$ cat src/design/idct_pkg.sv
// shared widths, address map, cosine table and FSM encodings, imported by every IDCT block
package idct_pkg;

	// SRAM side
	typedef logic [17:0] sram_addr_t;
	typedef logic [15:0] sram_word_t;

	// block buffer side, row-major 8x8
	typedef logic [5:0] buf_addr_t;
	typedef logic signed [31:0] buf_word_t;

	typedef logic signed [15:0] coeff_t;
	typedef logic [7:0] pixel_t;

	// block position in the luma plane
	typedef logic [5:0] block_col_t;
	typedef logic [4:0] block_row_t;

	localparam int BUF_DEPTH = 64;

	localparam sram_addr_t PRE_IDCT_BASE = 18'd76800;
	localparam sram_addr_t PRE_ROW_STRIDE = 18'd320;
	localparam sram_addr_t OUT_BASE = 18'd0;
	localparam sram_addr_t OUT_ROW_STRIDE = 18'd160;

	localparam int SRAM_READ_LATENCY = 2;

	localparam int T_SHIFT = 8;
	localparam int S_SHIFT = 16;

	// C[k][c] at index 8k+c, scaled by 4096
	localparam coeff_t COS_TABLE [64] = '{
		1448,  2009,  1892,  1703,  1448,  1138,   784,   400,
		1448,  1703,   784,  -400, -1448, -2009, -1892, -1138,
		1448,  1138,  -784, -2009, -1448,   400,  1892,  1703,
		1448,   400, -1892, -1138,  1448,  1703,  -784, -2009,
		1448,  -400, -1892,  1138,  1448, -1703,  -784,  2009,
		1448, -1138,  -784,  2009, -1448,  -400,  1892, -1703,
		1448, -1703,   784,   400, -1448,  2009, -1892,  1138,
		1448, -2009,  1892, -1703,  1448, -1138,   784,  -400
	};

	// top level phases
	typedef enum logic [2:0] {
		IDLE,
		FETCH,
		PASS_T,
		PASS_S,
		STORE
	} top_state_t;

	typedef enum logic [1:0] {FS_IDLE, FS_ISSUE, FS_DRAIN} fetch_state_t;

	typedef enum logic [1:0] {PS_IDLE, PS_LOAD, PS_CALC, PS_FINISH} pass_state_t;

	typedef enum logic [1:0] {SS_IDLE, SS_READ, SS_DRAIN} store_state_t;

endpackage
$ cat src/design/block_fetch.sv
// reads one 8x8 coefficient block from SRAM into buffer 0, started by a go pulse from the top
`timescale 1ns/10ps

module block_fetch import idct_pkg::*; (
	input  logic       Clock,
	input  logic       Resetn,
	input  logic       go_i,
	input  block_col_t block_col_i,
	input  block_row_t block_row_i,

	output sram_addr_t sram_address_o,
	input  sram_word_t sram_read_data_i,

	output buf_addr_t  buf_addr_o,
	output buf_word_t  buf_wdata_o,
	output logic       buf_we_o,
	output logic       finished_o
);

fetch_state_t state;
sram_addr_t row_addr;
buf_addr_t idx;
logic issue;

// index and valid follow the SRAM latency
buf_addr_t idx_pipe [SRAM_READ_LATENCY];
logic [SRAM_READ_LATENCY-1:0] v_pipe;

assign issue = (state == FS_ISSUE);
assign sram_address_o = row_addr + sram_addr_t'(idx[2:0]);

assign buf_addr_o = idx_pipe[SRAM_READ_LATENCY-1];
assign buf_we_o = v_pipe[SRAM_READ_LATENCY-1];
assign buf_wdata_o = {{16{sram_read_data_i[15]}}, sram_read_data_i};

always_ff @(posedge Clock or negedge Resetn) begin
	if (!Resetn) begin
		state <= FS_IDLE;
		row_addr <= '0;
		idx <= '0;
		v_pipe <= '0;
		finished_o <= 1'b0;
	end else begin
		v_pipe <= {v_pipe[SRAM_READ_LATENCY-2:0], issue};
		finished_o <= 1'b0;
		case (state)
			FS_IDLE: begin
				if (go_i) begin
					idx <= '0;
					row_addr <= PRE_IDCT_BASE + {block_row_i, 3'd0} * PRE_ROW_STRIDE
						+ {block_col_i, 3'd0};
					state <= FS_ISSUE;
				end
			end
			FS_ISSUE: begin
				idx <= idx + 6'd1;
				// next image row of the block
				if (idx[2:0] == 3'd7) begin
					row_addr <= row_addr + PRE_ROW_STRIDE;
				end
				if (idx == 6'd63) begin
					state <= FS_DRAIN;
				end
			end
			FS_DRAIN: begin
				if (buf_we_o && buf_addr_o == 6'd63) begin
					finished_o <= 1'b1;
					state <= FS_IDLE;
				end
			end
			default: state <= FS_IDLE;
		endcase
	end
end

always_ff @(posedge Clock) begin
	idx_pipe[0] <= idx;
	for (int i = 1; i < SRAM_READ_LATENCY; i++) begin
		idx_pipe[i] <= idx_pipe[i-1];
	end
end

endmodule

$ cat config.mk
export PLATFORM = sky130hd
export DESIGN_NAME = block_fetch
export DESIGN_NICKNAME = d
export VERILOG_FILES = /design/src/design/idct_pkg.sv /design/src/design/block_fetch.sv
export SDC_FILE = /design/constraint.sdc
export NUM_CORES = 1
export LEC_CHECK = 0
export BUFFER_PORTS_ARGS = -buffer_cell sky130_fd_sc_hd__buf_2
export CORE_ASPECT_RATIO = 0.5
export CORE_UTILIZATION = 49
export DETAILED_ROUTE_END_ITERATION = 7
export PLACE_DENSITY_LB_ADDON = 0.15
export SYNTH_ARGS = -nofsm -noshare
export SYNTH_HDL_FRONTEND = slang
export SYNTH_SLANG_ARGS = --single-unit
$ cat constraint.sdc
create_clock -name Clock -period 2.3 [get_ports Clock]
set_input_delay 0.575 -clock Clock [delete_from_list [all_inputs] [get_ports Clock]]
set_output_delay 0.575 -clock Clock [all_outputs]
set_load 0.005 [all_outputs]
# Word-level counts from Yosys, hierarchy flattened
# Memories as Yosys holds them, arrays and structs flattened.
# Index checks and enable logic that the tools add are counted.
[word_totals]
regBits = 29
ram_bits = 12
n_memories = 1
[mem_list]
columns = ["name", "words", "word_bits", "rd", "rd_ports_with_merged_regs", "write_ports", "line_no", "rtl"]
rows = [
  ["idx_pipe", 2, 6, 2, 0, 2, "block_fetch.sv:26", "buf_addr_t idx_pipe [SRAM_READ_LATENCY];"],
]
[op_classes]
add_sub_neg = 5
mul = 1
n_eq_ne = 9
n_mux = 11
reduce_logical = 6
[op_table]
columns = ["operator", "count"]
rows = [
  ["$mux W18", 2],
  ["$pmux W18 S2", 1],
  ["$add A17 B17 Y18 const A", 1],
  ["$add A18 B3 Y18", 1],
  ["$add A18 B9 Y18", 1],
  ["$add A18 B9 Y18 const B", 1],
  ["$eq A6 B6 Y1 const B", 2],
  ["$pmux W6 S2", 1],
  ["$mul A5 B3 Y8 const B", 1],
  ["$add A6 B1 Y6 const B", 1],
  ["$mux W2", 3],
  ["$mux W6", 1],
  ["$pmux W2 S3", 1],
  ["$reduce_and A3 Y1", 2],
  ["$ne A2 B1 Y1 const B", 2],
  ["$ne A2 B2 Y1 const B", 2],
  ["$eq A3 B3 Y1 const B", 1],
  ["$eq A2 B1 Y1 const B", 1],
  ["$eq A2 B2 Y1 const B", 1],
  ["$logic_not A2 Y1", 1],
  ["$mux W1", 2],
  ["$reduce_and A2 Y1", 1],
  ["$reduce_bool A2 Y1", 1],
  ["$logic_and A1 B1 Y1", 1],
]

# Logic depth before layout (Yosys ltp)
[logic_depth]
word_depth = 5
mapped_depth = 7
depth_no_buf = 7

# Worst setup path after synthesis
# No wires, ideal clock.
[synth_path]
kind = "input port to flip-flop"
startpoint = "input block_row_i[1]"
endpoint = "register row_addr[14]"
setup_ns = 0.065
arrival_ns = 2.236
required_ns = 2.235
path_slack_ns = -0.001
path_stages = 7
path_buffers = 0
cell_sequence = "ha_1 > ha_1 > fa_1 > xnor2_1 > or3_1 > a31oi_1 > o22a_1"
[synth_between]
elab_chain_len = 5
[synth_rtl]
columns = ["item", "line_no", "rtl"]
rows = [
  ["start: declaration", "block_fetch.sv:9", "input block_row_t block_row_i,"],
  ["$mul A5 B3 Y8", "block_fetch.sv:50", "row_addr <= PRE_IDCT_BASE + {block_row_i, 3'd0} * PRE_ROW_STRIDE"],
  ["$add A17 B17 Y18", "block_fetch.sv:50", ""],
  ["$add A18 B9 Y18", "block_fetch.sv:51", "+ {block_col_i, 3'd0};"],
  ["$mux W18", "block_fetch.sv:48", "if (go_i) begin"],
  ["$pmux W18 S2", "block_fetch.sv:46", "case (state)"],
  ["end signal: assignment", "block_fetch.sv:50", ""],
  ["end signal: assignment", "block_fetch.sv:59", "row_addr <= row_addr + PRE_ROW_STRIDE;"],
  ["end: declaration", "block_fetch.sv:21", "sram_addr_t row_addr;"],
]
# No other way between the ends. The select of a mux whose other input is x is not followed.
# A chain may end at the register's enable or synchronous reset.

# Final worst setup path
# Ends and elaborated chain as after synthesis.

==> reports/results.tsv <==
stage	metric	value	unit
critical_path	path_cells	buf_2 > ha_1 > ha_1 > fa_2 > xnor2_2 > or3_1 > a31oi_1 > o22a_1	
timing	period_minus_slack	2.209	ns
critical_path	worstPathMaxFanout	4	
route	via_per_inst	5.422	
timing	slew-limit-headroom	0.5012	
global_route	grt.total_usage	0.1931	
global_route	grt_max_degree	27	
floorplanning	core_area	0.004467	mm^2
route	ant_nets	0	
clock_tree	insertion_delay	0.30	ns
route	drt-initial-drc-count	76	
synth	async_flop_share	0.6842	
pwr	power.total	2.955	mW
timing	setup_viol	0	
timing	post-route-period-util	0.9604	
clock_tree	root_buffer	clkbuf_8	
placement	gp_congestion	0.7696	
critical_path	required	2.54	ns
synth	ys_ff_latch	38	
cells_and_area	utilization	0.5535	
synth	syn_area	0.002321	mm^2
cells_and_area	syn2layout_area_growth	6.523	%
cells_and_area	fill_cells	403	
pwr	power.density	1195	mW/mm^2
timing	tightest_slew	0.7482	ns
global_route	grt_pass1_vias	1618	
clock_tree	cts_buffer_depth	2	
synth	synth_ff_type	dfrtp_1	
clock_tree	cts_made_buffers	5	
placement	port_buffers	39	
cells_and_area	finalNetCount	309	
synth	postSynthAreaPerCell	8.825	um^2
cells_and_area	layout_commonest_cell	buf_2	
clock_tree	ctsHtreeMaxLevel	2	
placement	dpl.hpwl	3.361	mm
pwr	ir_drop	0.4314	mV
cells_and_area	instances_no_fill	325	
cells_and_area	layout-drive-gt1-share	0.2575	
global_route	grt_pass1_wl	7.486	mm
timing	hold_slack	0.2773	ns
route	post_drt_wl_per_cell	14.18	um
floorplanning	io_pins	88	
timing	clock_skew	0.005826	ns
floorplanning	die_x	99.33	um
route	wirelength	4.609	mm
critical_path	cp-start-kind	primary input	
timing	fmax	0.4527	GHz
clock_tree	cts_tree	built	
timing	finalHoldViolations	0	
critical_path	slowest_delay	0.38	ns
clock_tree	cts_hold_buf	0	
placement	place_inst	317	
floorplanning	initial_core_util	0.5196	
synth	post_synth_num_cell_types	50	
global_route	antenna_found_initial	0	
critical_path	crit_type	in2reg	
pwr	leakage	1.152	nW
run_status	status	completed	
clock_tree	cts_sinks	38	
cells_and_area	mostFrequentLayoutCells	buf_2 (39), nand2_1 (26), dfrtp_1 (26), o21ai_0 (19), a21oi_1 (16)	
route	vias	1762	
floorplanning	rows	17	
synth	synth_cells	263	
floorplanning	die_area	0.005033	mm^2
critical_path	slowest_stage	fa_2	
clock_tree	clk_pin_slew	0.08	ns
critical_path	cp_data_arrival_time	2.45	ns
synth	syn_nets	305	
floorplanning	die_h	50.67	um
critical_path	critPathTopFamily	adder cells	
critical_path	worstSetupEndpointType	flop	
run	drv_cap	0	
global_route	grt_overflow	0	
cells_and_area	diodes	0	
synth	synth_edf_count	0	
critical_path	critical_path.most_common_cell	ha_1	
hold_path	holdCritPathClass	in2async	
synth	yosysWarningCount	0	
synth	ys_seq_area_frac	0.3838	
critical_path	crit_buf_inv	1	
route	dr.pass1.iters	4	
clock_tree	cts-resized-gates	0	
timing	slew_violations	0	
route	drc	0	
clock_tree	post_cts_buffers	0	
kinds of logic after synthesis:
family	count (synthesis)	synth area share
DFF	38	0.3838
and+or+nand+nor	79	0.1747
AOI/OAI and AO/OA	57	0.1461
other	1	0.001616
xor gates and xnor gates	13	0.05499
buffers and inverters	62	0.1666
muxes	1	0.004313
adders and majority gates	12	0.06792
through the flow:
step           setup slack (ns)   TNS (ns)  area (um^2)
2_1_floorplan           0.04799          0         2323
3_3_place_gp            -0.1473    -0.4624         2323
3_5_place_dp            -0.1870    -0.6625         2323
4_1_cts                  0.1333          0         2461
5_1_grt               -0.006605  -0.008708         2472
6_report                0.09110          0         2472
metal layers:
layer	track usage	up-vias	share of wire
li1	-	872	-
met1	0.2485	791	0.44
met2	0.3183	79	0.48
met3	0.03900	20	0.067
met4	0.08578	0	0.020
met5	0	-	0
sequential cells by signal (all words and copies together) (netlist names):
register,count
row_addr,15
idx_pipe,12
v_pipe,2
finished_o,1
state,2
idx,6
cells in the mapped netlist, drive strengths merged (4+ instances only):
cell / n / area, um^2
xnor2: 4 / 35.03
dfxtp: 12 / 240.2
dfrtp: 26 / 650.6
o21ai: 20 / 100.1
a21oi: 17 / 85.08
nand3: 10 / 50.05
nor3: 5 / 25.02
ha: 11 / 137.6
inv: 8 / 30.03
a31oi: 4 / 25.02
clkbuf: 10 / 37.54
nand2: 26 / 97.59
and3: 4 / 25.02
buf: 43 / 310.3
nor2: 12 / 45.04
nand4: 5 / 46.29
xor2: 8 / 70.07
power by group:
part / switching (mW) / internal (mW) / total (mW)
logic: 0.564 / 0.504 / 1.07
registers: 0.264 / 0.936 / 1.20
clock network: 0.253 / 0.435 / 0.687
final cells by class:
class	count	area [um^2]	share of cell area
clock inverter	3	68.82	0.02783
inverter	8	30.03	0.01215
timing repair buffer	51	285.3	0.1154
clock buffer	5	68.82	0.02783
sequential	38	890.9	0.3603
multi-input combinational	163	1057	0.4276
tap	57	71.32	0.02885
worst paths after layout:
kind / from / cells after the start / slack, ns / endpoint
max: block_row_i[1] / 8 / 0.09 / row_addr[14]
min: Resetn / 1 / 0.28 / idx[4]
max reg2reg: idx[0] / 6 / 0.34 / row_addr[16]
min reg2reg: idx_pipe[0][2] / 0 / 0.33 / idx_pipe[0][8]
max in group asynchronous: Resetn / 1 / 1.62 / row_addr[16]
min in group Clock: idx_pipe[0][2] / 0 / 0.33 / idx_pipe[0][8]
(Power assumes the default switching activity.)
