**src/design/idct_pkg.sv**
```systemverilog
// shared widths, address map, cosine table and FSM encodings, imported by every IDCT block
package idct_pkg;

	// SRAM side
	typedef logic [17:0] sram_addr_t;
	typedef logic [15:0] sram_word_t;

	// block buffer side, row-major 8x8
	typedef logic [5:0] buf_addr_t;
	typedef logic signed [31:0] buf_word_t;

	typedef logic signed [15:0] coeff_t;
	typedef logic [7:0] pixel_t;

	// block position in the luma plane
	typedef logic [5:0] block_col_t;
	typedef logic [4:0] block_row_t;

	localparam int BUF_DEPTH = 64;

	localparam sram_addr_t PRE_IDCT_BASE = 18'd76800;
	localparam sram_addr_t PRE_ROW_STRIDE = 18'd320;
	localparam sram_addr_t OUT_BASE = 18'd0;
	localparam sram_addr_t OUT_ROW_STRIDE = 18'd160;

	localparam int SRAM_READ_LATENCY = 2;

	localparam int T_SHIFT = 8;
	localparam int S_SHIFT = 16;

	// C[k][c] at index 8k+c, scaled by 4096
	localparam coeff_t COS_TABLE [64] = '{
		1448,  2009,  1892,  1703,  1448,  1138,   784,   400,
		1448,  1703,   784,  -400, -1448, -2009, -1892, -1138,
		1448,  1138,  -784, -2009, -1448,   400,  1892,  1703,
		1448,   400, -1892, -1138,  1448,  1703,  -784, -2009,
		1448,  -400, -1892,  1138,  1448, -1703,  -784,  2009,
		1448, -1138,  -784,  2009, -1448,  -400,  1892, -1703,
		1448, -1703,   784,   400, -1448,  2009, -1892,  1138,
		1448, -2009,  1892, -1703,  1448, -1138,   784,  -400
	};

	// top level phases
	typedef enum logic [2:0] {
		IDLE,
		FETCH,
		PASS_T,
		PASS_S,
		STORE
	} top_state_t;

	typedef enum logic [1:0] {FS_IDLE, FS_ISSUE, FS_DRAIN} fetch_state_t;

	typedef enum logic [1:0] {PS_IDLE, PS_LOAD, PS_CALC, PS_FINISH} pass_state_t;

	typedef enum logic [1:0] {SS_IDLE, SS_READ, SS_DRAIN} store_state_t;

endpackage
```
**src/design/matrix_pass.sv**
```systemverilog
// one 8x8 product A*C against the cosine table, scaled and written back transposed; run twice
`timescale 1ns/10ps

module matrix_pass import idct_pkg::*; (
	input  logic      Clock,
	input  logic      Resetn,
	input  logic      go_i,
	input  logic      pass_s_i,

	output buf_addr_t rd_addr_o,
	input  buf_word_t rd_data_i,

	output buf_addr_t wr_addr_o,
	output buf_word_t wr_data_o,
	output logic      wr_en_o,
	output logic      finished_o
);

pass_state_t state;
logic [2:0] row;
logic [2:0] col;
logic [1:0] kstep;
logic [3:0] load_cnt;
logic rd_en;
logic ld_v;
logic last_step;

buf_word_t cur_row [8];
buf_word_t nxt_row [8];

logic signed [47:0] prod0;
logic signed [47:0] prod1;
logic signed [47:0] acc;
logic signed [47:0] acc_next;
logic signed [47:0] scaled;
buf_word_t result;

// row 0 up front, then row r+1 during the first 8 steps of row r
always_comb begin
	rd_en = 1'b0;
	rd_addr_o = {row, load_cnt[2:0]};
	if (state == PS_LOAD) begin
		rd_en = (load_cnt < 4'd8);
	end else if (state == PS_CALC) begin
		rd_addr_o = {row + 3'd1, col[0], kstep};
		rd_en = (row != 3'd7) && (col[2:1] == 2'b00);
	end
end

// k-terms 2*kstep and 2*kstep+1 of column col
assign prod0 = cur_row[0] * COS_TABLE[{kstep, 1'b0, col}];
assign prod1 = cur_row[1] * COS_TABLE[{kstep, 1'b1, col}];

assign acc_next = (kstep == 2'd0) ? (prod0 + prod1) : (acc + prod0 + prod1);
assign scaled = acc_next >>> (pass_s_i ? S_SHIFT : T_SHIFT);
assign last_step = (col == 3'd7) && (kstep == 2'd3);

always_comb begin
	result = scaled[31:0];
	if (pass_s_i) begin
		if (scaled < 0) begin
			result = '0;
		end else if (scaled > 48'sd255) begin
			result = 32'sd255;
		end
	end
end

always_ff @(posedge Clock or negedge Resetn) begin
	if (!Resetn) begin
		state <= PS_IDLE;
		row <= '0;
		col <= '0;
		kstep <= '0;
		load_cnt <= '0;
		ld_v <= 1'b0;
		wr_en_o <= 1'b0;
		finished_o <= 1'b0;
	end else begin
		ld_v <= rd_en;
		wr_en_o <= 1'b0;
		finished_o <= 1'b0;
		case (state)
			PS_IDLE: begin
				if (go_i) begin
					row <= '0;
					col <= '0;
					kstep <= '0;
					load_cnt <= '0;
					state <= PS_LOAD;
				end
			end
			PS_LOAD: begin
				load_cnt <= load_cnt + 4'd1;
				if (load_cnt == 4'd9) begin
					state <= PS_CALC;
				end
			end
			PS_CALC: begin
				kstep <= kstep + 2'd1;
				if (kstep == 2'd3) begin
					wr_en_o <= 1'b1;
					col <= col + 3'd1;
					if (col == 3'd7) begin
						row <= row + 3'd1;
						if (row == 3'd7) begin
							state <= PS_FINISH;
						end
					end
				end
			end
			PS_FINISH: begin
				finished_o <= 1'b1;
				state <= PS_IDLE;
			end
			default: state <= PS_IDLE;
		endcase
	end
end

always_ff @(posedge Clock) begin
	if (ld_v) begin
		for (int i = 0; i < 7; i++) begin
			nxt_row[i] <= nxt_row[i+1];
		end
		nxt_row[7] <= rd_data_i;
	end
	if ((state == PS_LOAD && load_cnt == 4'd9) || (state == PS_CALC && last_step)) begin
		cur_row <= nxt_row;
	end else if (state == PS_CALC) begin
		// rotate by two, back in place after four steps
		for (int i = 0; i < 8; i++) begin
			cur_row[i] <= cur_row[(i + 2) % 8];
		end
	end
	if (state == PS_CALC) begin
		acc <= acc_next;
	end
	if (state == PS_CALC && kstep == 2'd3) begin
		wr_addr_o <= {col, row};
		wr_data_o <= result;
	end
end

endmodule

```
**config.mk**
```make
export PLATFORM = sky130hd
export DESIGN_NAME = matrix_pass
export DESIGN_NICKNAME = d
export VERILOG_FILES = /design/src/design/idct_pkg.sv /design/src/design/matrix_pass.sv
export SDC_FILE = /design/constraint.sdc
export NUM_CORES = 2
export LEC_CHECK = 0
export BUFFER_PORTS_ARGS = -buffer_cell sky130_fd_sc_hd__buf_2
export CELL_PAD_IN_SITES_DETAIL_PLACEMENT = 1
export CELL_PAD_IN_SITES_GLOBAL_PLACEMENT = 2
export CORE_MARGIN = 5
export CORE_UTILIZATION = 35
export DETAILED_ROUTE_END_ITERATION = 8
export PLACE_DENSITY_LB_ADDON = 0.1
export SETUP_SLACK_MARGIN = 0.05
export SLEW_MARGIN = 20
export SYNTH_ARGS = -nofsm -noshare
export SYNTH_HDL_FRONTEND = slang
export SYNTH_SLANG_ARGS = --single-unit
export TNS_END_PERCENT = 1
```
**constraint.sdc**
```tcl
create_clock -name Clock -period 18.79 [get_ports Clock]
set_clock_uncertainty 0.05 [all_clocks]
set_input_delay 0.9395 -clock Clock [delete_from_list [all_inputs] [get_ports Clock]]
set_output_delay 0.9395 -clock Clock [all_outputs]
set_load 0.02 [all_outputs]
```
Yosys cells after proc, flatten, opt, wreduce, memory -nomap -nowiden
Memories as Yosys holds them, arrays and structs flattened.
Index checks and enable logic that the tools add are counted.
{"block": "word_totals", "output_inout_bits": 46, "elab_cells": 110, "mem_bits_ro": 2048, "inputBits": 36, "mem_count": 2, "regBits": 615}
{"memory": "(no name shown)", "depth": 64, "word_bits": 16, "rd": 1, "rd_ports_with_merged_regs": 0, "write_ports": 0, "line": "matrix_pass.sv:52", "rtl": "assign prod1 = cur_row[1] * COS_TABLE[{kstep, 1'b1, col}];"}
{"memory": "(no name shown)", "depth": 64, "word_bits": 16, "rd": 1, "rd_ports_with_merged_regs": 0, "write_ports": 0, "line": "matrix_pass.sv:51", "rtl": "assign prod0 = cur_row[0] * COS_TABLE[{kstep, 1'b0, col}];"}
{"block": "classes", "n_mul": 2, "bitwise": 2, "n_mux": 34, "order_cmp": 5, "add_sub_neg": 7, "reduce_logical": 17, "n_eq_ne": 13, "shifts": 1}
{"operator": "$mux 256", "count": 2}
{"operator": "$add 48x48->48", "count": 3}
{"operator": "$mul 32x16->48", "count": 2}
{"operator": "$mux 32", "count": 3}
{"operator": "$mux 16", "count": 4}
{"operator": "$gt 48x9->1 const B", "count": 1}
{"operator": "$lt 48x1->1 const B", "count": 1}
{"operator": "$mux 48", "count": 1}
{"operator": "$sshr 48x5->48", "count": 1}
{"operator": "$ge 7x7->1 const B", "count": 2}
{"operator": "$not 6->7", "count": 2}
{"operator": "$mux 2", "count": 6}
{"operator": "$mux 3", "count": 4}
{"operator": "$mux 6", "count": 2}
{"operator": "$pmux 3 s2", "count": 2}
{"operator": "$ne 2x1->1 const B", "count": 4}
{"operator": "$pmux 2 s4", "count": 1}
{"operator": "$pmux 4 s2", "count": 1}
{"operator": "$add 3x1->3 const B", "count": 2}
{"operator": "$eq 2x2->1 const B", "count": 3}
{"operator": "$eq 3x3->1 const B", "count": 2}
{"operator": "$logic_not 2->1", "count": 3}
{"operator": "$reduce_bool 2->1", "count": 3}
{"operator": "$logic_and 1x1->1", "count": 5}
{"operator": "other kinds (16)", "count": 21}

Longest topological paths before layout
{"block": "logic_depth", "ltp_word": 13, "ltp_mapped": 50, "ltp_nobuf": 47}

Worst setup path before layout
No wires, ideal clock.
{"block": "synth_timing", "path_type": "flip-flop to flip-flop", "start": "reg col[0]", "end": "reg wr_data_o[1] (data pin)", "path_buffers": 3, "setup_ps": 258, "stages_incl_launch_ff": 47, "synth_period_minus_slack_ps": 11875, "setup_slack_ps": 6915, "arrival_time_ps": 11567, "t_required_ps": 18482, "path_cell_list": "dfrtp_1 > clkbuf_1 > clkinv_1 > ha_1 > nand2b_1 > nor2_1 > nor2_1 > mux4_2 > clkbuf_1 > and2_1 > fa_1 > inv_1 > fa_1 > fa_1 > fa_1 > inv_1 > fa_1 > inv_1 > [... 11 more ...] > a21o_1 > a21oi_1 > xnor2_1 > fa_1 > ha_1 > a21oi_1 > o21a_1 > o211ai_1 > a221oi_1 > o21a_1 > xnor2_1 > a211o_1 > nor4b_1 > a2bb2oi_1 > a2111o_1 > or4b_1 > buf_2 > o221a_1"}
{"block": "synth_via", "elab_chain_cells": 13, "word_cells_on_any_way": 20, "classes_between": "3 x add/sub; 2 x mul; 2 x order compare; 1 x shift; 8 x mux; 2 x bitwise; 2 x memory"}
{"item": "start: declaration", "line": "matrix_pass.sv:21", "rtl": "logic [2:0] col;"}
{"item": "start signal: assignment", "line": "matrix_pass.sv:103", "rtl": "col <= col + 3'd1;"}
{"item": "$not 6->7 (implied by the code)", "line": "matrix_pass.sv:51"}
{"item": "$mem_v2 64x16"}
{"item": "$mux 16 (implied by the code) (2 in a row)", "line": "matrix_pass.sv:51"}
{"item": "$mul 32x16->48", "line": "matrix_pass.sv:51"}
{"item": "$add 48x48->48 (2 in a row)", "line": "matrix_pass.sv:54", "rtl": "assign acc_next = (kstep == 2'd0) ? (prod0 + prod1) : (acc + prod0 + prod1);"}
{"item": "$mux 48 (*)", "line": "matrix_pass.sv:54"}
{"item": "named net acc_next[37]", "line": "matrix_pass.sv:34", "rtl": "logic signed [47:0] acc_next;"}
{"item": "$sshr 48x5->48 (*)", "line": "matrix_pass.sv:55", "rtl": "assign scaled = acc_next >>> (pass_s_i ? S_SHIFT : T_SHIFT);"}
{"item": "$gt 48x9->1", "line": "matrix_pass.sv:63", "rtl": "end else if (scaled > 48'sd255) begin"}
{"item": "$mux 32", "line": "matrix_pass.sv:63"}
{"item": "$mux 32", "line": "matrix_pass.sv:61", "rtl": "if (scaled < 0) begin"}
{"item": "$mux 32 (*)", "line": "matrix_pass.sv:60", "rtl": "if (pass_s_i) begin"}
{"item": "named net result[1]", "line": "matrix_pass.sv:36", "rtl": "buf_word_t result;"}
{"item": "end signal: assignment", "line": "matrix_pass.sv:141", "rtl": "wr_data_o <= result;"}
{"item": "end: declaration", "line": "matrix_pass.sv:14", "rtl": "output buf_word_t wr_data_o,"}
The timed path passes the listed nets; every way through them passes the cells marked *. The select of a mux whose other input is x is not followed.
A chain may end at the register's enable or synchronous reset.

Worst setup path in the final report
{"block": "layout_timing", "start": "reg col[0]", "end": "reg wr_data_o[3] (data pin)"}
The elaborated chain is that of the path after synthesis.

==> results.md <==
- Status: completed
- Type of destination of the critical path: flop
- Syn_area_per_cell: 10.64 um2
- Crit path DAT: 15.05 ns
- WL/cell: 22.65 um
- CTS sink cnt: 615
- Fmax: 68.01 MHz
- CTS max path bufs: 3
- Distinct cell type count after synthesis: 94
- DP HPWL: 156.8 mm
- Mapped Nets: 7534
- Top cells by area in the synthesized netlist: fa_1 31%, edfxtp_1 28%, inv_1 7.1%, ha_1 6.9%, mux2_2 4.5%
- Post-synth EDFFs: 598
- #FFs+latches synth: 615
- Mapped Cells: 6139
- Critical Path RT: 19.14 ns
- Sequential element share of the synthesized area: 0.2816
- Hold_buf cts: 0
- Fillers: 20540
- Vias/cell: 4.949
- Initial DRC Count: 2094
- Crit path buf inv count: 6
- Post-route clock period utilization: 0.7825
- DIE AREA: 195300 um2
- Reg clk slew, reported paths: 0.08 ns
- Final hold slack: 0.1321 ns
- CP delay by family, top: adder cells
- First-pass GRT wire length: 304.4 mm
- Die Span Y: 441.9 um
- PortBufs: 81
- Hold WC Path Type: primary input to async pin
- Core area: 185400 um2
- Yosys warnings: 0
- CP dominant cell by count: fa_1
- Vias in the first global route: 48420
- Minimum clock period: 14.70 ns
- Largest net degree at the start of global routing: 75
- Gr usage total: 0.2025
- TritonCTS buffer count: 74
- CTS tree: done
- Final hold viol count: 0
- Initial antenna violation count: 12
- Final ANT Viol Nets: 0
- Nets: 7521
- Largest area contributor in the netlist: fa_1
- Synth-to-Final Area Change: 8.856%
- Post-Syn Area: 65290 um2
- Register Area: 18390 um2
- Final GP Congestion: 0.8298
- Share of flip-flops with an asynchronous set or reset: 0.02764
- Post-DP Area: 68620 um2
- Setup Fix Bufs, Post-CTS: 0
- TNS Setup: 0 ns
- Crit-path max FO: 32
- Post_cts resized: 0
- Total Wirelength: 196.3 mm
- Die width: 441.9 um
- Skew-Pair Late Insertion Delay: 0.71 ns
- Most frequent cells in the layout: 1233 x inv_1, 1001 x fa_1, 628 x nand2_1
- Top cell type's share of synthesized area: 0.3069
- Slew margin rel.: 0.2627
- DRT Pass-1 Iters: 5
- CP startpoint: col[0]$_DFFE_PN0P_
- Via count: 42900
- Maxcap violations: 0
- Worst Setup Start Kind: flop
- Drt drc: 0
- Critical Path Max Stage Delay: 0.72 ns
- Root buffer selected by CTS: clkbuf_16
- Commonest non-fill, non-tap cell in the layout: inv_1
- Htree depth: 3
- Main flop type after synthesis: edfxtp_1
- RSZ-0062 raised after global routing: no
- Initial Utilization: 0.3521
- Critical path class: flop to flop
- Worst Max-Slew Pin Slew: 1.094 ns
- Design area: 71070 um2
- Final slew viol count: 0
- Multi-input gate area: 41410 um2
- Reg2reg start: col[0]$_DFFE_PN0P_
- Grt total ovfl: 0
- Top-level I/O count: 82
- Final setup fails: 0
- Placement Rows: 158
- Slowest CP cell: dfrtp_1
- Layout cells sized above 1: 0.09636
through the flow:
step | util | setup WS (ns) | std cells
after floorplan | - | 6.915 | 6139
after global placement | 0.3700 | 4.286 | 8530
after detailed placement | 0.3701 | 4.229 | 8530
after CTS | 0.3832 | 4.149 | 8665
after global routing | 0.3832 | 3.231 | 8665
final | 0.3833 | 4.086 | 8668
registers in the layout (all words and copies together) (netlist names), 3 cells and up:
register   count
row            3
nxt_row      256
wr_addr_o      6
wr_data_o     32
cur_row      256
acc           48
load_cnt       4
col            3
synth_stat cells, types with 6 or more instances:
library cell	instances
fa_1	1001
a21o_1	80
o31ai_1	17
a31oi_1	25
inv_1	1234
and2_1	297
o21ai_0	157
and3_1	24
buf_2	8
nor2_1	191
mux2_2	259
nand2_1	628
xor2_1	60
o221ai_1	6
a211o_1	9
dfrtp_1	17
clkbuf_1	245
o211ai_1	28
nor2b_1	45
nor3_1	35
ha_1	358
o21a_1	35
edfxtp_1	598
mux2i_1	24
o21bai_1	38
or3_1	12
a21boi_0	11
o221a_1	8
or2_2	7
nand3_1	55
nand2b_1	52
nor3b_1	7
o21ai_1	14
nand4_1	30
a211oi_1	31
nor4_1	9
a21oi_1	224
xnor2_1	126
per-layer routing:
metal / GRT usage / part of all wire
met4: 0.04174 / 0.020
met2: 0.3327 / 0.47
met1: 0.2915 / 0.49
met3: 0.02134 / 0.026
met5: 0 / 0.000066
final cells by class:
type / instances / area share
Multi-Input combinational cell: 4027 / 0.5827
Sequential cell: 615 / 0.2587
Inverter: 1239 / 0.06544
Tap cell: 2480 / 0.04366
Clock buffer: 90 / 0.02690
Timing Repair Buffer: 169 / 0.01500
Clock inverter: 45 / 0.007465
Antenna cell: 3 / 0.0001056
cell families (layout without fill, tap and decap cells):
kind of cell,after synthesis,after routing,share of synthesized area
AO/OA/AOI/OAI,776,776,0.07806
buffers and inverters,1497,1543,0.08622
adder cells (fa/ha/maj),1359,1359,0.3755
multiplexers,286,286,0.04939
AND/OR/NAND/NOR,1419,1419,0.1039
XOR/XNOR,187,187,0.02530
flip-flops,615,615,0.2816
other,0,3,0
path summary, 6_finish.rpt:
| path | endpoint | slack (ns) | cells after the start |
|---|---|---|---|
| max | wr_data_o[3]$_DFFE_PP_ | 4.09 | 44 |
| min | load_cnt[0]$_DFFE_PN0P_ | 0.13 | 1 |
| max reg2reg | wr_data_o[3]$_DFFE_PP_ | 4.09 | 44 |
| min reg2reg | nxt_row[219]$_DFFE_PP_ | 0.39 | 0 |
| max in group asynchronous | ld_v$_DFF_PN0_ | 18.18 | 1 |
| min in group Clock | nxt_row[6]$_DFFE_PP_ | 0.37 | 1 |
Power is left out: the tool's default activity adds up to more than one toggle a clock period on the data nets, which glitch-free logic cannot reach.
