File: src/design/idct_pkg.sv
// shared widths, address map, cosine table and FSM encodings, imported by every IDCT block
package idct_pkg;

	// SRAM side
	typedef logic [17:0] sram_addr_t;
	typedef logic [15:0] sram_word_t;

	// block buffer side, row-major 8x8
	typedef logic [5:0] buf_addr_t;
	typedef logic signed [31:0] buf_word_t;

	typedef logic signed [15:0] coeff_t;
	typedef logic [7:0] pixel_t;

	// block position in the luma plane
	typedef logic [5:0] block_col_t;
	typedef logic [4:0] block_row_t;

	localparam int BUF_DEPTH = 64;

	localparam sram_addr_t PRE_IDCT_BASE = 18'd76800;
	localparam sram_addr_t PRE_ROW_STRIDE = 18'd320;
	localparam sram_addr_t OUT_BASE = 18'd0;
	localparam sram_addr_t OUT_ROW_STRIDE = 18'd160;

	localparam int SRAM_READ_LATENCY = 2;

	localparam int T_SHIFT = 8;
	localparam int S_SHIFT = 16;

	// C[k][c] at index 8k+c, scaled by 4096
	localparam coeff_t COS_TABLE [64] = '{
		1448,  2009,  1892,  1703,  1448,  1138,   784,   400,
		1448,  1703,   784,  -400, -1448, -2009, -1892, -1138,
		1448,  1138,  -784, -2009, -1448,   400,  1892,  1703,
		1448,   400, -1892, -1138,  1448,  1703,  -784, -2009,
		1448,  -400, -1892,  1138,  1448, -1703,  -784,  2009,
		1448, -1138,  -784,  2009, -1448,  -400,  1892, -1703,
		1448, -1703,   784,   400, -1448,  2009, -1892,  1138,
		1448, -2009,  1892, -1703,  1448, -1138,   784,  -400
	};

	// top level phases
	typedef enum logic [2:0] {
		IDLE,
		FETCH,
		PASS_T,
		PASS_S,
		STORE
	} top_state_t;

	typedef enum logic [1:0] {FS_IDLE, FS_ISSUE, FS_DRAIN} fetch_state_t;

	typedef enum logic [1:0] {PS_IDLE, PS_LOAD, PS_CALC, PS_FINISH} pass_state_t;

	typedef enum logic [1:0] {SS_IDLE, SS_READ, SS_DRAIN} store_state_t;

endpackage
File: src/design/block_store.sv
// reads final pixels from buffer 0 in pairs, packs them even-high and writes them to SRAM
`timescale 1ns/10ps

module block_store import idct_pkg::*; (
	input  logic       Clock,
	input  logic       Resetn,
	input  logic       go_i,
	input  block_col_t block_col_i,
	input  block_row_t block_row_i,

	output buf_addr_t  buf_addr_a_o,
	output buf_addr_t  buf_addr_b_o,
	input  buf_word_t  buf_rdata_a_i,
	input  buf_word_t  buf_rdata_b_i,

	output sram_addr_t sram_address_o,
	output sram_word_t sram_write_data_o,
	output logic       sram_we_n_o,
	output logic       finished_o
);

store_state_t state;
sram_addr_t out_base;

// pair index is {row, column pair}
logic [4:0] pair;
logic [4:0] pair_d;
logic pair_v;

pixel_t pix_even;
pixel_t pix_odd;

assign buf_addr_a_o = {pair, 1'b0};
assign buf_addr_b_o = {pair, 1'b1};

assign pix_even = buf_rdata_a_i[7:0];
assign pix_odd = buf_rdata_b_i[7:0];

assign sram_write_data_o = {pix_even, pix_odd};
assign sram_address_o = out_base + sram_addr_t'(pair_d[4:2]) * OUT_ROW_STRIDE
	+ sram_addr_t'(pair_d[1:0]);
assign sram_we_n_o = ~pair_v;

always_ff @(posedge Clock or negedge Resetn) begin
	if (!Resetn) begin
		state <= SS_IDLE;
		out_base <= '0;
		pair <= '0;
		pair_d <= '0;
		pair_v <= 1'b0;
		finished_o <= 1'b0;
	end else begin
		// write lags the buffer read by one cycle
		pair_d <= pair;
		pair_v <= (state == SS_READ);
		finished_o <= 1'b0;
		case (state)
			SS_IDLE: begin
				if (go_i) begin
					pair <= '0;
					out_base <= OUT_BASE + {block_row_i, 3'd0} * OUT_ROW_STRIDE
						+ {block_col_i, 2'd0};
					state <= SS_READ;
				end
			end
			SS_READ: begin
				pair <= pair + 5'd1;
				if (pair == 5'd31) begin
					state <= SS_DRAIN;
				end
			end
			SS_DRAIN: begin
				// last word goes out this cycle
				finished_o <= 1'b1;
				state <= SS_IDLE;
			end
			default: state <= SS_IDLE;
		endcase
	end
end

endmodule

File: config.mk
export PLATFORM = sky130hd
export DESIGN_NAME = block_store
export DESIGN_NICKNAME = d
export VERILOG_FILES = /design/src/design/idct_pkg.sv /design/src/design/block_store.sv
export SDC_FILE = /design/constraint.sdc
export NUM_CORES = 1
export LEC_CHECK = 0
export BUFFER_PORTS_ARGS = -buffer_cell sky130_fd_sc_hd__buf_2
export CORE_AREA = 2 2 75 77
export DETAILED_ROUTE_END_ITERATION = 8
export DIE_AREA = 0 0 77 79
export PLACE_DENSITY = 0.69
export SLEW_MARGIN = 30
export SYNTH_ARGS = -nofsm -noshare
export SYNTH_HDL_FRONTEND = slang
export SYNTH_SLANG_ARGS = --single-unit
File: constraint.sdc
create_clock -name Clock -period 4.25 [get_ports Clock]
set_input_delay 0.425 -clock Clock [delete_from_list [all_inputs] [get_ports Clock]]
set_output_delay 0.425 -clock Clock [all_outputs]
set_load 0.02 [all_outputs]
## Word level (Yosys, flattened, before mapping)

Index checks and enable logic that the tools add are counted.

- Add/subtract/negate cells: 4
- Multipliers: 2
- Equality and inequality tests: 5
- Muxes and demuxes: 6
- Bitwise logic cells: 1
- Reductions and logical operators: 5

Operator list:

| operator | number |
|---|---|
| $add 18x11->18 | 1 |
| $add 18x2->18 | 1 |
| $add 16x8->17 | 1 |
| $pmux 5 s2 | 1 |
| $mul 5x3->8 const B | 1 |
| $mul 3x3->6 const B | 1 |
| $reduce_and 2->1 | 3 |
| $add 5x1->5 const B | 1 |
| $eq 5x5->1 const B | 1 |
| $mux 5 | 1 |
| $mux 2 | 2 |
| $pmux 2 s2 | 1 |
| $eq 2x1->1 const B | 1 |
| $eq 2x2->1 const B | 1 |
| $logic_not 2->1 | 1 |
| $ne 2x1->1 const B | 1 |
| $ne 2x2->1 const B | 1 |
| $reduce_bool 2->1 | 1 |
| $mux 1 | 1 |
| $not 1->1 | 1 |

- Flip-flop bits (word level): 32
- Word-level logic and storage cells: 29

## Depth between registers and ports, before layout

Gate-level depths: netlist (run 1).

- Word-level depth: 3
- Gate-level depth with buffers: 8
- Depth with buffers taken out: 8

## Worst setup path before layout (run 1)

OpenSTA, ideal clock, no wires.

- Kind: register to output
- From: reg pair_d[2]
- To: out sram_address_o[13]
- Data arrival time: 2.377 ns
- Required time: 3.825 ns
- Path slack: 1.448 ns
- Cell stages (with the launch flop): 8
- Cells stage by stage: dfrtp_1 > ha_1 > ha_1 > ha_1 > ha_1 > o21ai_0 > o21bai_1 > o311ai_0

- Longest elaborated chain between the ends: 3

Ends and longest elaborated chain:

| what | line | text |
|---|---|---|
| start, declared | block_store.sv:27 | `logic [4:0] pair_d;` |
| start signal, assigned | block_store.sv:54 | `pair_d <= pair;` |
| $mul 3x3->6 | block_store.sv:40 | `assign sram_address_o = out_base + sram_addr_t'(pair_d[4:2]) * OUT_ROW_STRIDE` |
| $add 18x11->18 | block_store.sv:40 |  |
| $add 18x2->18 | block_store.sv:41 | `+ sram_addr_t'(pair_d[1:0]);` |
| end, declared | block_store.sv:16 | `output sram_addr_t sram_address_o,` |

Every way passes these cells.

## Worst setup path after layout (run 1)

Same ends and word-level chain as after synthesis.

==> results of run 1 <==
through the flow:
stage	power, uW	std cells	setup slack (ns)
CTS	1650	282	1.18
global route	1770	282	1.03
detailed placement	1440	278	1.50
finish	1620	282	1.22
floorplan	1250	195	1.45
global placement	1430	278	1.51
logic make-up after synthesis:
kind of cell,Yosys count,synth area share (%)
DFF,28,38.8
AOI/OAI and AO/OA,30,10.8
xor gates and xnor gates,7,3.39
and+or+nand+nor,71,18.4
adders and majority gates,19,14.0
other,2,0.416
muxes,1,0.554
buffers and inverters,36,13.6
synth_stat cells (3+ instances only):
cell type,count
dfrtp_1,28
nor2_1,8
inv_1,5
nand4_1,3
ha_1,17
a21oi_1,6
xor2_1,3
nand2_1,44
nand3_1,4
xnor2_1,4
o21ai_0,10
buf_4,29
sequential cells by signal, summed over array words and instances (netlist names):
signal      count
finished_o      1
out_base       14
pair            5
pair_d          5
pair_v          1
state           2
final timing paths:
path / startpoint / endpoint / slack (ns)
max in group asynchronous: Resetn / out_base[3] / 3.71
max: pair_d[2] / sram_address_o[13] / 1.22
min in group Clock: block_col_i[4] / out_base[6] / 0.34
max reg2reg: state[1] / pair[2] / 2.70
min reg2reg: pair[1] / pair_d[1] / 0.47
min: Resetn / out_base[6] / 0.15
power by group:
group	internal [uW]	switching, uW
sequential	379	98.6
clock	126	77.1
combinational	355	590
total	860	765
layout by cell type, fill, tap and decap left out, types with 2 or more instances in the layout:
cell type,Yosys,routed
nand2_1,44,44
buf_2,2,42
dfrtp_1,28,28
ha_1,17,17
o21ai_0,10,10
nor2_1,8,8
a21oi_1,6,6
inv_1,5,5
nand3_1,4,4
xnor2_1,4,4
nand4_1,3,3
xor2_1,3,3
conb_1,2,3
clkbuf_8,0,3
and3_1,2,2
a211oi_1,2,2
o311ai_0,2,2
nor2b_1,2,2
a21o_1,2,2
fa_1,2,2
worst max-delay path, delay by kind of cell (launching register included):
kind            cells  cell delay (ns)
fa+ha+maj           4             1.02
simple gates        1             0.13
compound gates      3             0.55
flops               1             0.40
buf+inv             1             0.23
layout make-up:
type,instances,area (um2),share of cell area [%]
Multi-Input combinational cell,131,863,44.2
Timing Repair Buffer,42,210,10.8
Tap cell,72,90.1,4.61
Sequential cell,28,701,35.9
Clock inverter,1,30.0,1.54
Inverter,5,18.8,0.960
Clock buffer,3,41.3,2.11
routing by layer:
| metal | vias up | GRT usage [%] |
|---|---|---|
| li1 | 654 | - |
| met1 | 577 | 13.0 |
| met2 | 39 | 18.7 |
| met3 | 2 | 2.27 |
| met4 | 0 | 3.39 |
| met5 | - | 0 |
==> impl_metrics.env, run 1 <==
export IMPL_port_buffer_count=42
export IMPL_power_density_nw_per_um2=831
export IMPL_rsz0062_at_grt="no"
export IMPL_cts_sinks=28
export IMPL_maxCapViolCount=0
export IMPL_drive_above_1_share_pct=26.2
export IMPL_final_core_utilization_pct=36.6
export IMPL_grt_start_max_net_pins=29
export IMPL_synth_largest_area_cell="dfrtp_1"
export IMPL_status="finished, final reports clean"
export IMPL_path_clk_slew_ns=0.09
export IMPL_max_slew_margin_rel_pct=52.4
export IMPL_synthArstFlopShare_pct=100
export IMPL_cp_cell_sequence="ha_1 > ha_1 > ha_1 > ha_1 > o21ai_0 > o21bai_1 > nand4_1 > o311ai_0 > buf_2"
export IMPL_wl_um=3190
export IMPL_layout_nets=308
export IMPL_ys_seq_area_share_pct=38.8
export IMPL_synth_edf_count=0
export IMPL_ys_ff_latch=28
export IMPL_grt_use_total_pct=10.6
export IMPL_drc=0
export IMPL_dp_final_hpwl_um=2470
export IMPL_grt_pass1_wl_um=5290
export IMPL_hold_violations=0
export IMPL_grt_antenna_before_repair=0
export IMPL_routed_via_density=4.51
export IMPL_top_layer="met4"
export IMPL_dpl_cell_area_um2=1880
export IMPL_yosys_most_used_dff="dfrtp_1"
export IMPL_hold_buffers=0
export IMPL_grt_pass1_vias=1210
export IMPL_vias=1272
export IMPL_core_um2=5340
export IMPL_die_h_um=79
export IMPL_rows=27
export IMPL_wl_met3_um=184
export IMPL_grt_overflow_total=0
export IMPL_r2r_cells=4
export IMPL_cp_end_kind="primary output"
export IMPL_synth_warnings=0
export IMPL_ir_worst_vdd_mv=0.392
export IMPL_io_pins=126
export IMPL_critPathArrivalTime_ns=2.60
export IMPL_netlist_area_um2=1810
export IMPL_worst_pin_slew_ns=0.713
export IMPL_avgRoutedWirePerCell_um=11.3
export IMPL_hold_slack_ns=0.150
export IMPL_crit_path_frequent_cell="ha_1"
export IMPL_skew_ns=0.00236
export IMPL_cts_buffer_depth=2
export IMPL_worstSetupStartpointType="register"
export IMPL_cts_root_buf="clkbuf_8"
export IMPL_synth_area_leaders="dfrtp_1 39%, buf_4 12%, ha_1 12%, nand2_1 9.1%, o21ai_0 2.8%"
export IMPL_wirelength_met1_um=1420
export IMPL_dieArea_um2=6080
export IMPL_cts_setup_buffers=0
export IMPL_fillers=577
export IMPL_die_x_um=77
export IMPL_dr_wl_met2_um=1560
export IMPL_ctsHtreeMaxLevel=1
export IMPL_timing_final_crit_share_pct=71.2
export IMPL_synthCells=194
export IMPL_cts_made_buffers=3
export IMPL_dr_pass1_iters=4
export IMPL_syn2layout_area_growth_pct=8.17
export IMPL_maxSlewViolCount=0
export IMPL_required_ns=3.83
export IMPL_clk_latency_ns=0.27
export IMPL_cp_slowest_cell="dfrtp_1"
export IMPL_yosysUniqueCellTypes=37
export IMPL_finalSetupTns_ns=0
export IMPL_initial_core_util_pct=33.8
export IMPL_path_max_fanout=5
export IMPL_p_leak_uw=0.00104
export IMPL_gp_congestion=0.818
export IMPL_min_period_ns=3.03
export IMPL_ant_nets=0
export IMPL_cts_tree="yes"
export IMPL_cp_slowest_stage_delay_ns=0.40
export IMPL_hp_class="in2async"
export IMPL_fin_area_um2=1950
export IMPL_fmax_mhz=330
export IMPL_insertedDiodeCount=0
export IMPL_setup_viol=0
export IMPL_worstSetupPathType="reg2out"
export IMPL_synth_top_area_share_pct=38.8
export IMPL_cts_resized=0
export IMPL_synthesis_area_per_instance_um2=9.31
export IMPL_drt_iter0_markers=23
Note: power is estimated with default switching activity, not from simulation.
==> run 2: changes to the inputs <==
ABC_AREA = 1   (was not set)
CORE_AREA = 2 2 76 78   (was 2 2 75 77)
DIE_AREA = 0 0 78 80   (was 0 0 77 79)
PLACE_DENSITY = 0.71   (was 0.69)
clock period = 2.6 ns   (was 4.25 ns; I/O delays follow)
==> run 2 against run 1 <==
  * The run now ends with hold timing left
  * Power increased by 80%
  * Combinational power rose by 96%
  * Hold slack got worse by 0.16 ns
  * Register-to-register slack worse by 1.6 ns
  * Via count increased by 8.5%
  * Area after synthesis up 2.0%
  * Cell count is 12% higher
  * Setup slack got worse by 1.1 ns
  * Sequential power rose by 69%
  * Clock power rose by 30%
  * Sequential share of layout area down 1.5 points
  * Routed wire length increased by 6.4%
  * Largest cell class unchanged
  * Largest power group unchanged
==> impl_metrics.env, run 2 <==
export IMPL_hold_buffers=0
export IMPL_reg_top3="out_base x14, pair x5, pair_d x5"
export IMPL_cts_tree="yes"
export IMPL_maxCapViolCount=0
export IMPL_yosys_most_used_dff="dfrtp_1"
export IMPL_cts_sinks=28
export IMPL_hp_class="in2async"
export IMPL_worstSetupPathType="reg2out"
export IMPL_syn2layout_area_growth_pct=10.8
export IMPL_cts_buffer_depth=2
export IMPL_gp_congestion=0.761
export IMPL_netlist_area_um2=1840
export IMPL_p_leak_uw=0.00113
export IMPL_drive_above_1_share_pct=25.8
export IMPL_cp_depth=12
export IMPL_ys_seq_area_share_pct=38.0
export IMPL_cp_startpoint="pair_d[4]"
export IMPL_required_ns=2.34
export IMPL_cp_slowest_stage_delay_ns=0.41
export IMPL_synth_warnings=0
export IMPL_cts_made_buffers=3
export IMPL_die_x_um=78
export IMPL_drt_iter0_markers=64
export IMPL_grt_antenna_before_repair=0
export IMPL_core_um2=5410
export IMPL_synth_top_cells_by_count="71 x nand2_1, 30 x buf_4, 28 x dfrtp_1, 21 x inv_1, 17 x ha_1"
export IMPL_clk_latency_ns=0.27
export IMPL_grt_pass1_wl_um=5950
export IMPL_ctsHtreeMaxLevel=1
export IMPL_port_buffer_count=42
export IMPL_timing_rr_start="state[0]"
export IMPL_largest_reg_flops=14
export IMPL_path_clk_slew_ns=0.09
export IMPL_worst_pin_slew_ns=0.600
export IMPL_wl_um=3390
export IMPL_timing_rr_end="out_base[14]"
export IMPL_cp_cell_sequence="ha_2 > ha_2 > ha_4 > ha_4 > nand2_2 > nor2_1 > nand2_1 > nand3_2 > nand2_1 > nand2_1 > nand2_1 > buf_4"
export IMPL_initial_core_util_pct=34.1
export IMPL_timing_final_crit_share_pct=94.7
export IMPL_grt_pass1_vias=1417
export IMPL_ys_ff_latch=28
export IMPL_dieArea_um2=6240
export IMPL_fin_area_um2=2040
export IMPL_crit_path_frequent_cell="nand2_1"
export IMPL_grt_use_total_pct=11.8
export IMPL_layout_nets=342
export IMPL_skew_ns=0.00131
export IMPL_synthArstFlopShare_pct=100
export IMPL_dp_final_hpwl_um=2660
export IMPL_maxSlewViolCount=0
export IMPL_reg2reg_slack_ns=1.10
export IMPL_dpl_cell_area_um2=1920
export IMPL_synth_top_area_share_pct=38.0
export IMPL_grt_overflow_total=0
export IMPL_min_period_ns=2.46
export IMPL_yosysUniqueCellTypes=25
export IMPL_cp_slowest_cell="dfrtp_1"
export IMPL_final_core_utilization_pct=37.8
export IMPL_io_pins=126
export IMPL_die_h_um=80
export IMPL_synth_edf_count=0
export IMPL_insertedDiodeCount=0
export IMPL_synthesis_area_per_instance_um2=8.15
export IMPL_hold_slack_ns=-0.0144
export IMPL_ant_nets=0
export IMPL_critPathArrivalTime_ns=2.20
export IMPL_setup_viol=0
export IMPL_vias=1380
export IMPL_layout_common_cells="69 x nand2_1, 39 x buf_2, 28 x dfrtp_1"
export IMPL_top_register="out_base"
export IMPL_hold_violations=28
export IMPL_rows=27
export IMPL_finalSetupTns_ns=0
export IMPL_synth_most_common_cell="nand2_1"
export IMPL_ir_worst_vdd_mv=0.702
export IMPL_power_density_nw_per_um2=1430
export IMPL_cpLargestDelayFamily="adder cells"
export IMPL_synthCells=226
export IMPL_cts_root_buf="clkbuf_8"
export IMPL_final_common_cell="nand2_1"
export IMPL_drc=0
export IMPL_synth_area_leaders="dfrtp_1 38%, nand2_1 14%, buf_4 12%, ha_1 12%, inv_1 4.3%"
export IMPL_synth_largest_area_cell="dfrtp_1"
export IMPL_grt_start_max_net_pins=29
export IMPL_path_buf_inv=1
export IMPL_status="complete, but fails checks"
export IMPL_worstSetupStartpointType="register"
export IMPL_violations="hold timing"
export IMPL_rsz0062_at_grt="no"
export IMPL_max_slew_margin_rel_pct=60.0
export IMPL_fmax_mhz=406
export IMPL_cp_end_kind="primary output"
export IMPL_crit_path_end="sram_address_o[13]"
export IMPL_avgRoutedWirePerCell_um=10.7
export IMPL_routed_via_density=4.37
export IMPL_r2r_cells=7
export IMPL_path_max_fanout=5
export IMPL_dr_pass1_iters=4
[run 2: cell types whose count changed after synthesis, sizes merged, moves of 3 or more]
cell | previous run | this run
inv | 5 | 22
nand2 | 44 | 74
nor2 | 8 | 12
nand3 | 4 | 14
a21oi | 7 | 4
a21o | 3 | 0
o21ai | 11 | 7
and3 | 3 | 0
[run 2: worst min path at each step]
stage          cells past startpoint    from  slack (ns)     endpoint
5_1_grt                            1  Resetn        0.03  out_base[2]
4_1_cts                            1  Resetn       0.005   finished_o
2_1_floorplan                      0  Resetn       -0.04   finished_o
3_3_place_gp                       1  Resetn        0.31   finished_o
6_report                           1  Resetn       -0.01     state[0]
3_5_place_dp                       1  Resetn        0.31   finished_o
[run 2: through the flow]
step / total power, uW / std cells / setup slack (ns)
after floorplan: 2220 / 227 / 0.314
after global placement: 2550 / 310 / 0.241
after detailed placement: 2580 / 310 / 0.242
after CTS: 2930 / 316 / 0.0451
after global routing: 3210 / 316 / 0.00200
final: 2920 / 316 / 0.139
[run 2: report_power, final]
group          switching, uW  total [uW]  internal (uW)
Clock                    129         264            135
Combinational           1140        1850            703
Sequential               176         810            634
Total                   1450        2920           1470
[run 2: cell type report]
cell class | instances | area [um2]
timing repair buffer | 44 | 233
fill | 576 | 3360
inverter | 22 | 82.6
clock buffer | 4 | 55.1
sequential | 28 | 701
tap | 72 | 90.1
multi-input combinational | 146 | 881
[run 2: logic make-up after synthesis]
group,count (synthesis),share of synthesized area [%]
AOI/OAI and AO/OA,15,4.82
DFF,28,38.0
buffers and inverters,53,17.0
other,2,0.407
xor gates and xnor gates,6,2.85
and+or+nand+nor,103,23.2
adders and majority gates,19,13.7
[run 2: what timing repair did]
item	CTS	global route
resized for setup	3	7
pin swaps	0	4
setup buffers	2	0
endpoints found under the setup margin	6	6
[run 2: routing by layer]
| layer | GRT usage [%] | wire, um |
|---|---|---|
| met1 | 12.7 | 1430 |
| met2 | 22.2 | 1760 |
| met3 | 2.49 | 175 |
| met4 | 4.91 | 30 |
| met5 | 0 | 0 |
==> run 3: changes to the inputs <==
ABC_AREA = 0   (was 1)
CORE_AREA = 2 2 73 75   (was 2 2 76 78)
DIE_AREA = 0 0 75 77   (was 0 0 78 80)
PLACE_DENSITY = 0.75   (was 0.71)
==> run 3 against run 2 <==
  * The flow finishes with violations (hold timing, setup timing)
  * Setup slack got worse by 0.16 ns
  * Clock skew is 0.0034 ns higher
  * Flip-flop and latch count unchanged
  * Highest routed layer unchanged
  * Die area shrank 7.5%
  * First-iteration DRC count shrank 42%
  * Hold slack better by 0.0080 ns
  * Power down 1.6%
  * Critical path type unchanged
  * Critical path depth fell by 3
==> impl_metrics.env, run 3 (synthesized netlist as in run 1, its figures left out) <==
export IMPL_path_clk_slew_ns=0.10
export IMPL_hold_buffers=0
export IMPL_timing_rr_end="pair[2]"
export IMPL_clk_latency_ns=0.27
export IMPL_io_pins=126
export IMPL_ir_worst_vdd_mv=0.451
export IMPL_maxCapViolCount=0
export IMPL_fmax_mhz=382
export IMPL_grt_overflow_total=0
export IMPL_worstSetupStartpointType="register"
export IMPL_syn2layout_area_growth_pct=14.7
export IMPL_multi_input_area_um2=948
export IMPL_fin_area_um2=2070
export IMPL_drc=0
export IMPL_maxSlewViolCount=0
export IMPL_routed_via_density=4.66
export IMPL_dieArea_um2=5780
export IMPL_gp_congestion=0.743
export IMPL_seq_area_um2=701
export IMPL_timing_rr_start="state[1]"
export IMPL_min_period_ns=2.62
export IMPL_worst_pin_slew_ns=0.687
export IMPL_dp_final_hpwl_um=2550
export IMPL_cts_buffer_depth=2
export IMPL_cts_made_buffers=3
export IMPL_ctsHtreeMaxLevel=1
export IMPL_critPathArrivalTime_ns=2.36
export IMPL_worstSetupPathType="reg2out"
export IMPL_die_h_um=77
export IMPL_cts_root_buf="clkbuf_8"
export IMPL_reg2reg_slack_ns=1.06
export IMPL_violations="hold timing, setup timing"
export IMPL_insertedDiodeCount=0
export IMPL_p_leak_uw=0.00105
export IMPL_hp_class="in2async"
export IMPL_grt_pass1_vias=1310
export IMPL_largest_reg_flops=14
export IMPL_drt_iter0_markers=37
export IMPL_vias=1329
export IMPL_grt_antenna_before_repair=0
export IMPL_drive_above_1_share_pct=33.0
export IMPL_final_cells=285
export IMPL_fin_ws_ns=-0.0196
export IMPL_max_slew_margin_rel_pct=54.2
export IMPL_dp_cells=276
export IMPL_cts_tree="yes"
export IMPL_ant_nets=0
export IMPL_die_x_um=75
export IMPL_layout_common_cells="44 x nand2_1, 38 x buf_2, 28 x dfrtp_1"
export IMPL_grt_use_total_pct=12.9
export IMPL_timing_final_crit_share_pct=101
export IMPL_hold_slack_ns=-0.00643
export IMPL_initial_core_util_pct=36.3
export IMPL_dpl_cell_area_um2=1880
export IMPL_power_density_nw_per_um2=1390
export IMPL_grt_pass1_wl_um=5950
export IMPL_port_buffer_count=42
export IMPL_status="complete, but fails checks"
export IMPL_cp_startpoint="pair_d[4]"
export IMPL_power_uw=2870
export IMPL_setup_viol=1
export IMPL_dr_pass1_iters=4
export IMPL_r2r_cells=4
export IMPL_cts_sinks=28
export IMPL_crit_path_end="sram_address_o[16]"
export IMPL_layout_nets=313
export IMPL_hold_violations=9
export IMPL_grt_start_max_net_pins=29
export IMPL_avgRoutedWirePerCell_um=12.5
export IMPL_rsz0062_at_grt="yes"
export IMPL_cp_end_kind="primary output"
export IMPL_top_register="out_base"
export IMPL_core_um2=4980
export IMPL_final_common_cell="nand2_1"
export IMPL_required_ns=2.34
export IMPL_reg_top3="out_base x14, pair x5, pair_d x5"
export IMPL_fillers=510
export IMPL_wl_um=3570
export IMPL_skew_ns=0.00470
export IMPL_rows=26
export IMPL_path_max_fanout=5
==> run 3: changes by cell type in the layout (fill, tap and decap cells not counted), moves of 3 or more <==
cell | previous run | this run
nand2_2 | 5 | 0
a21oi_1 | 3 | 6
nor2_1 | 12 | 8
nand2_1 | 69 | 44
nand3_1 | 12 | 3
inv_1 | 21 | 5
o21ai_0 | 6 | 9
buf_4 | 5 | 8
==> run 3: worst min-delay path by stage <==
stage                     slack [ns]  cells past startpoint  startpoint          end
after floorplan                -0.04                      0      Resetn   finished_o
after global placement          0.30                      1      Resetn  out_base[6]
after detailed placement        0.32                      1      Resetn  out_base[6]
after CTS                       0.02                      1      Resetn  out_base[6]
after global routing            0.04                      1      Resetn    pair_d[0]
final                         -0.006                      1      Resetn    pair_d[0]
==> run 3: timing repair <==
| item | in CTS | in global routing |
|---|---|---|
| resized for setup | 17 | 4 |
| pin swaps | 4 | 2 |
| setup endpoints to repair | 7 | 7 |
| setup buffers | 4 | 1 |
==> run 3: area by class of cell <==
type / count / share of cell area (%)
flip-flops and latches: 28 / 33.8
repair buffers: 47 / 12.6
multi-input cells: 131 / 45.8
well taps: 70 / 4.23
clock buffers: 4 / 2.66
inverters: 5 / 0.906
==> run 3: routing by layer <==
layer / vias up / GRT usage [%] / wire, um
met3: 4 / 0.788 / 133
met5: - / 0 / 0
met2: 30 / 22.4 / 1830
met4: 0 / 4.11 / 34
li1: 670 / - / -
met1: 625 / 16.6 / 1570
==> run 3: worst max-delay path: stages (launching register included) <==
cell,delay (ns)
dfrtp_1,0.40
ha_2,0.20
ha_4,0.16
ha_4,0.21
ha_4,0.30
nand3_4,0.09
o2111ai_4,0.25
and2_4,0.19
and3_4,0.17
buf_6,0.11
==> run 3: metrics by stage <==
| step | utilization [%] | setup TNS, ns | setup slack, ns | hold WS [ns] |
|---|---|---|---|---|
| global placement | 37.8 | 0 | 0.0546 | 0.305 |
| CTS | 41.3 | -0.00332 | -0.00332 | 0.0170 |
| detailed placement | 37.8 | 0 | 0.0108 | 0.323 |
| global route | 41.6 | -0.619 | -0.110 | 0.0391 |
| finish | 41.6 | -0.0196 | -0.0196 | -0.00643 |
| floorplan | - | -0.0740 | -0.0370 | -0.0356 |
==> run 3: where the power goes <==
part,internal (uW),switching (uW)
Clock,135,133
Sequential,619,173
Combinational,738,1070
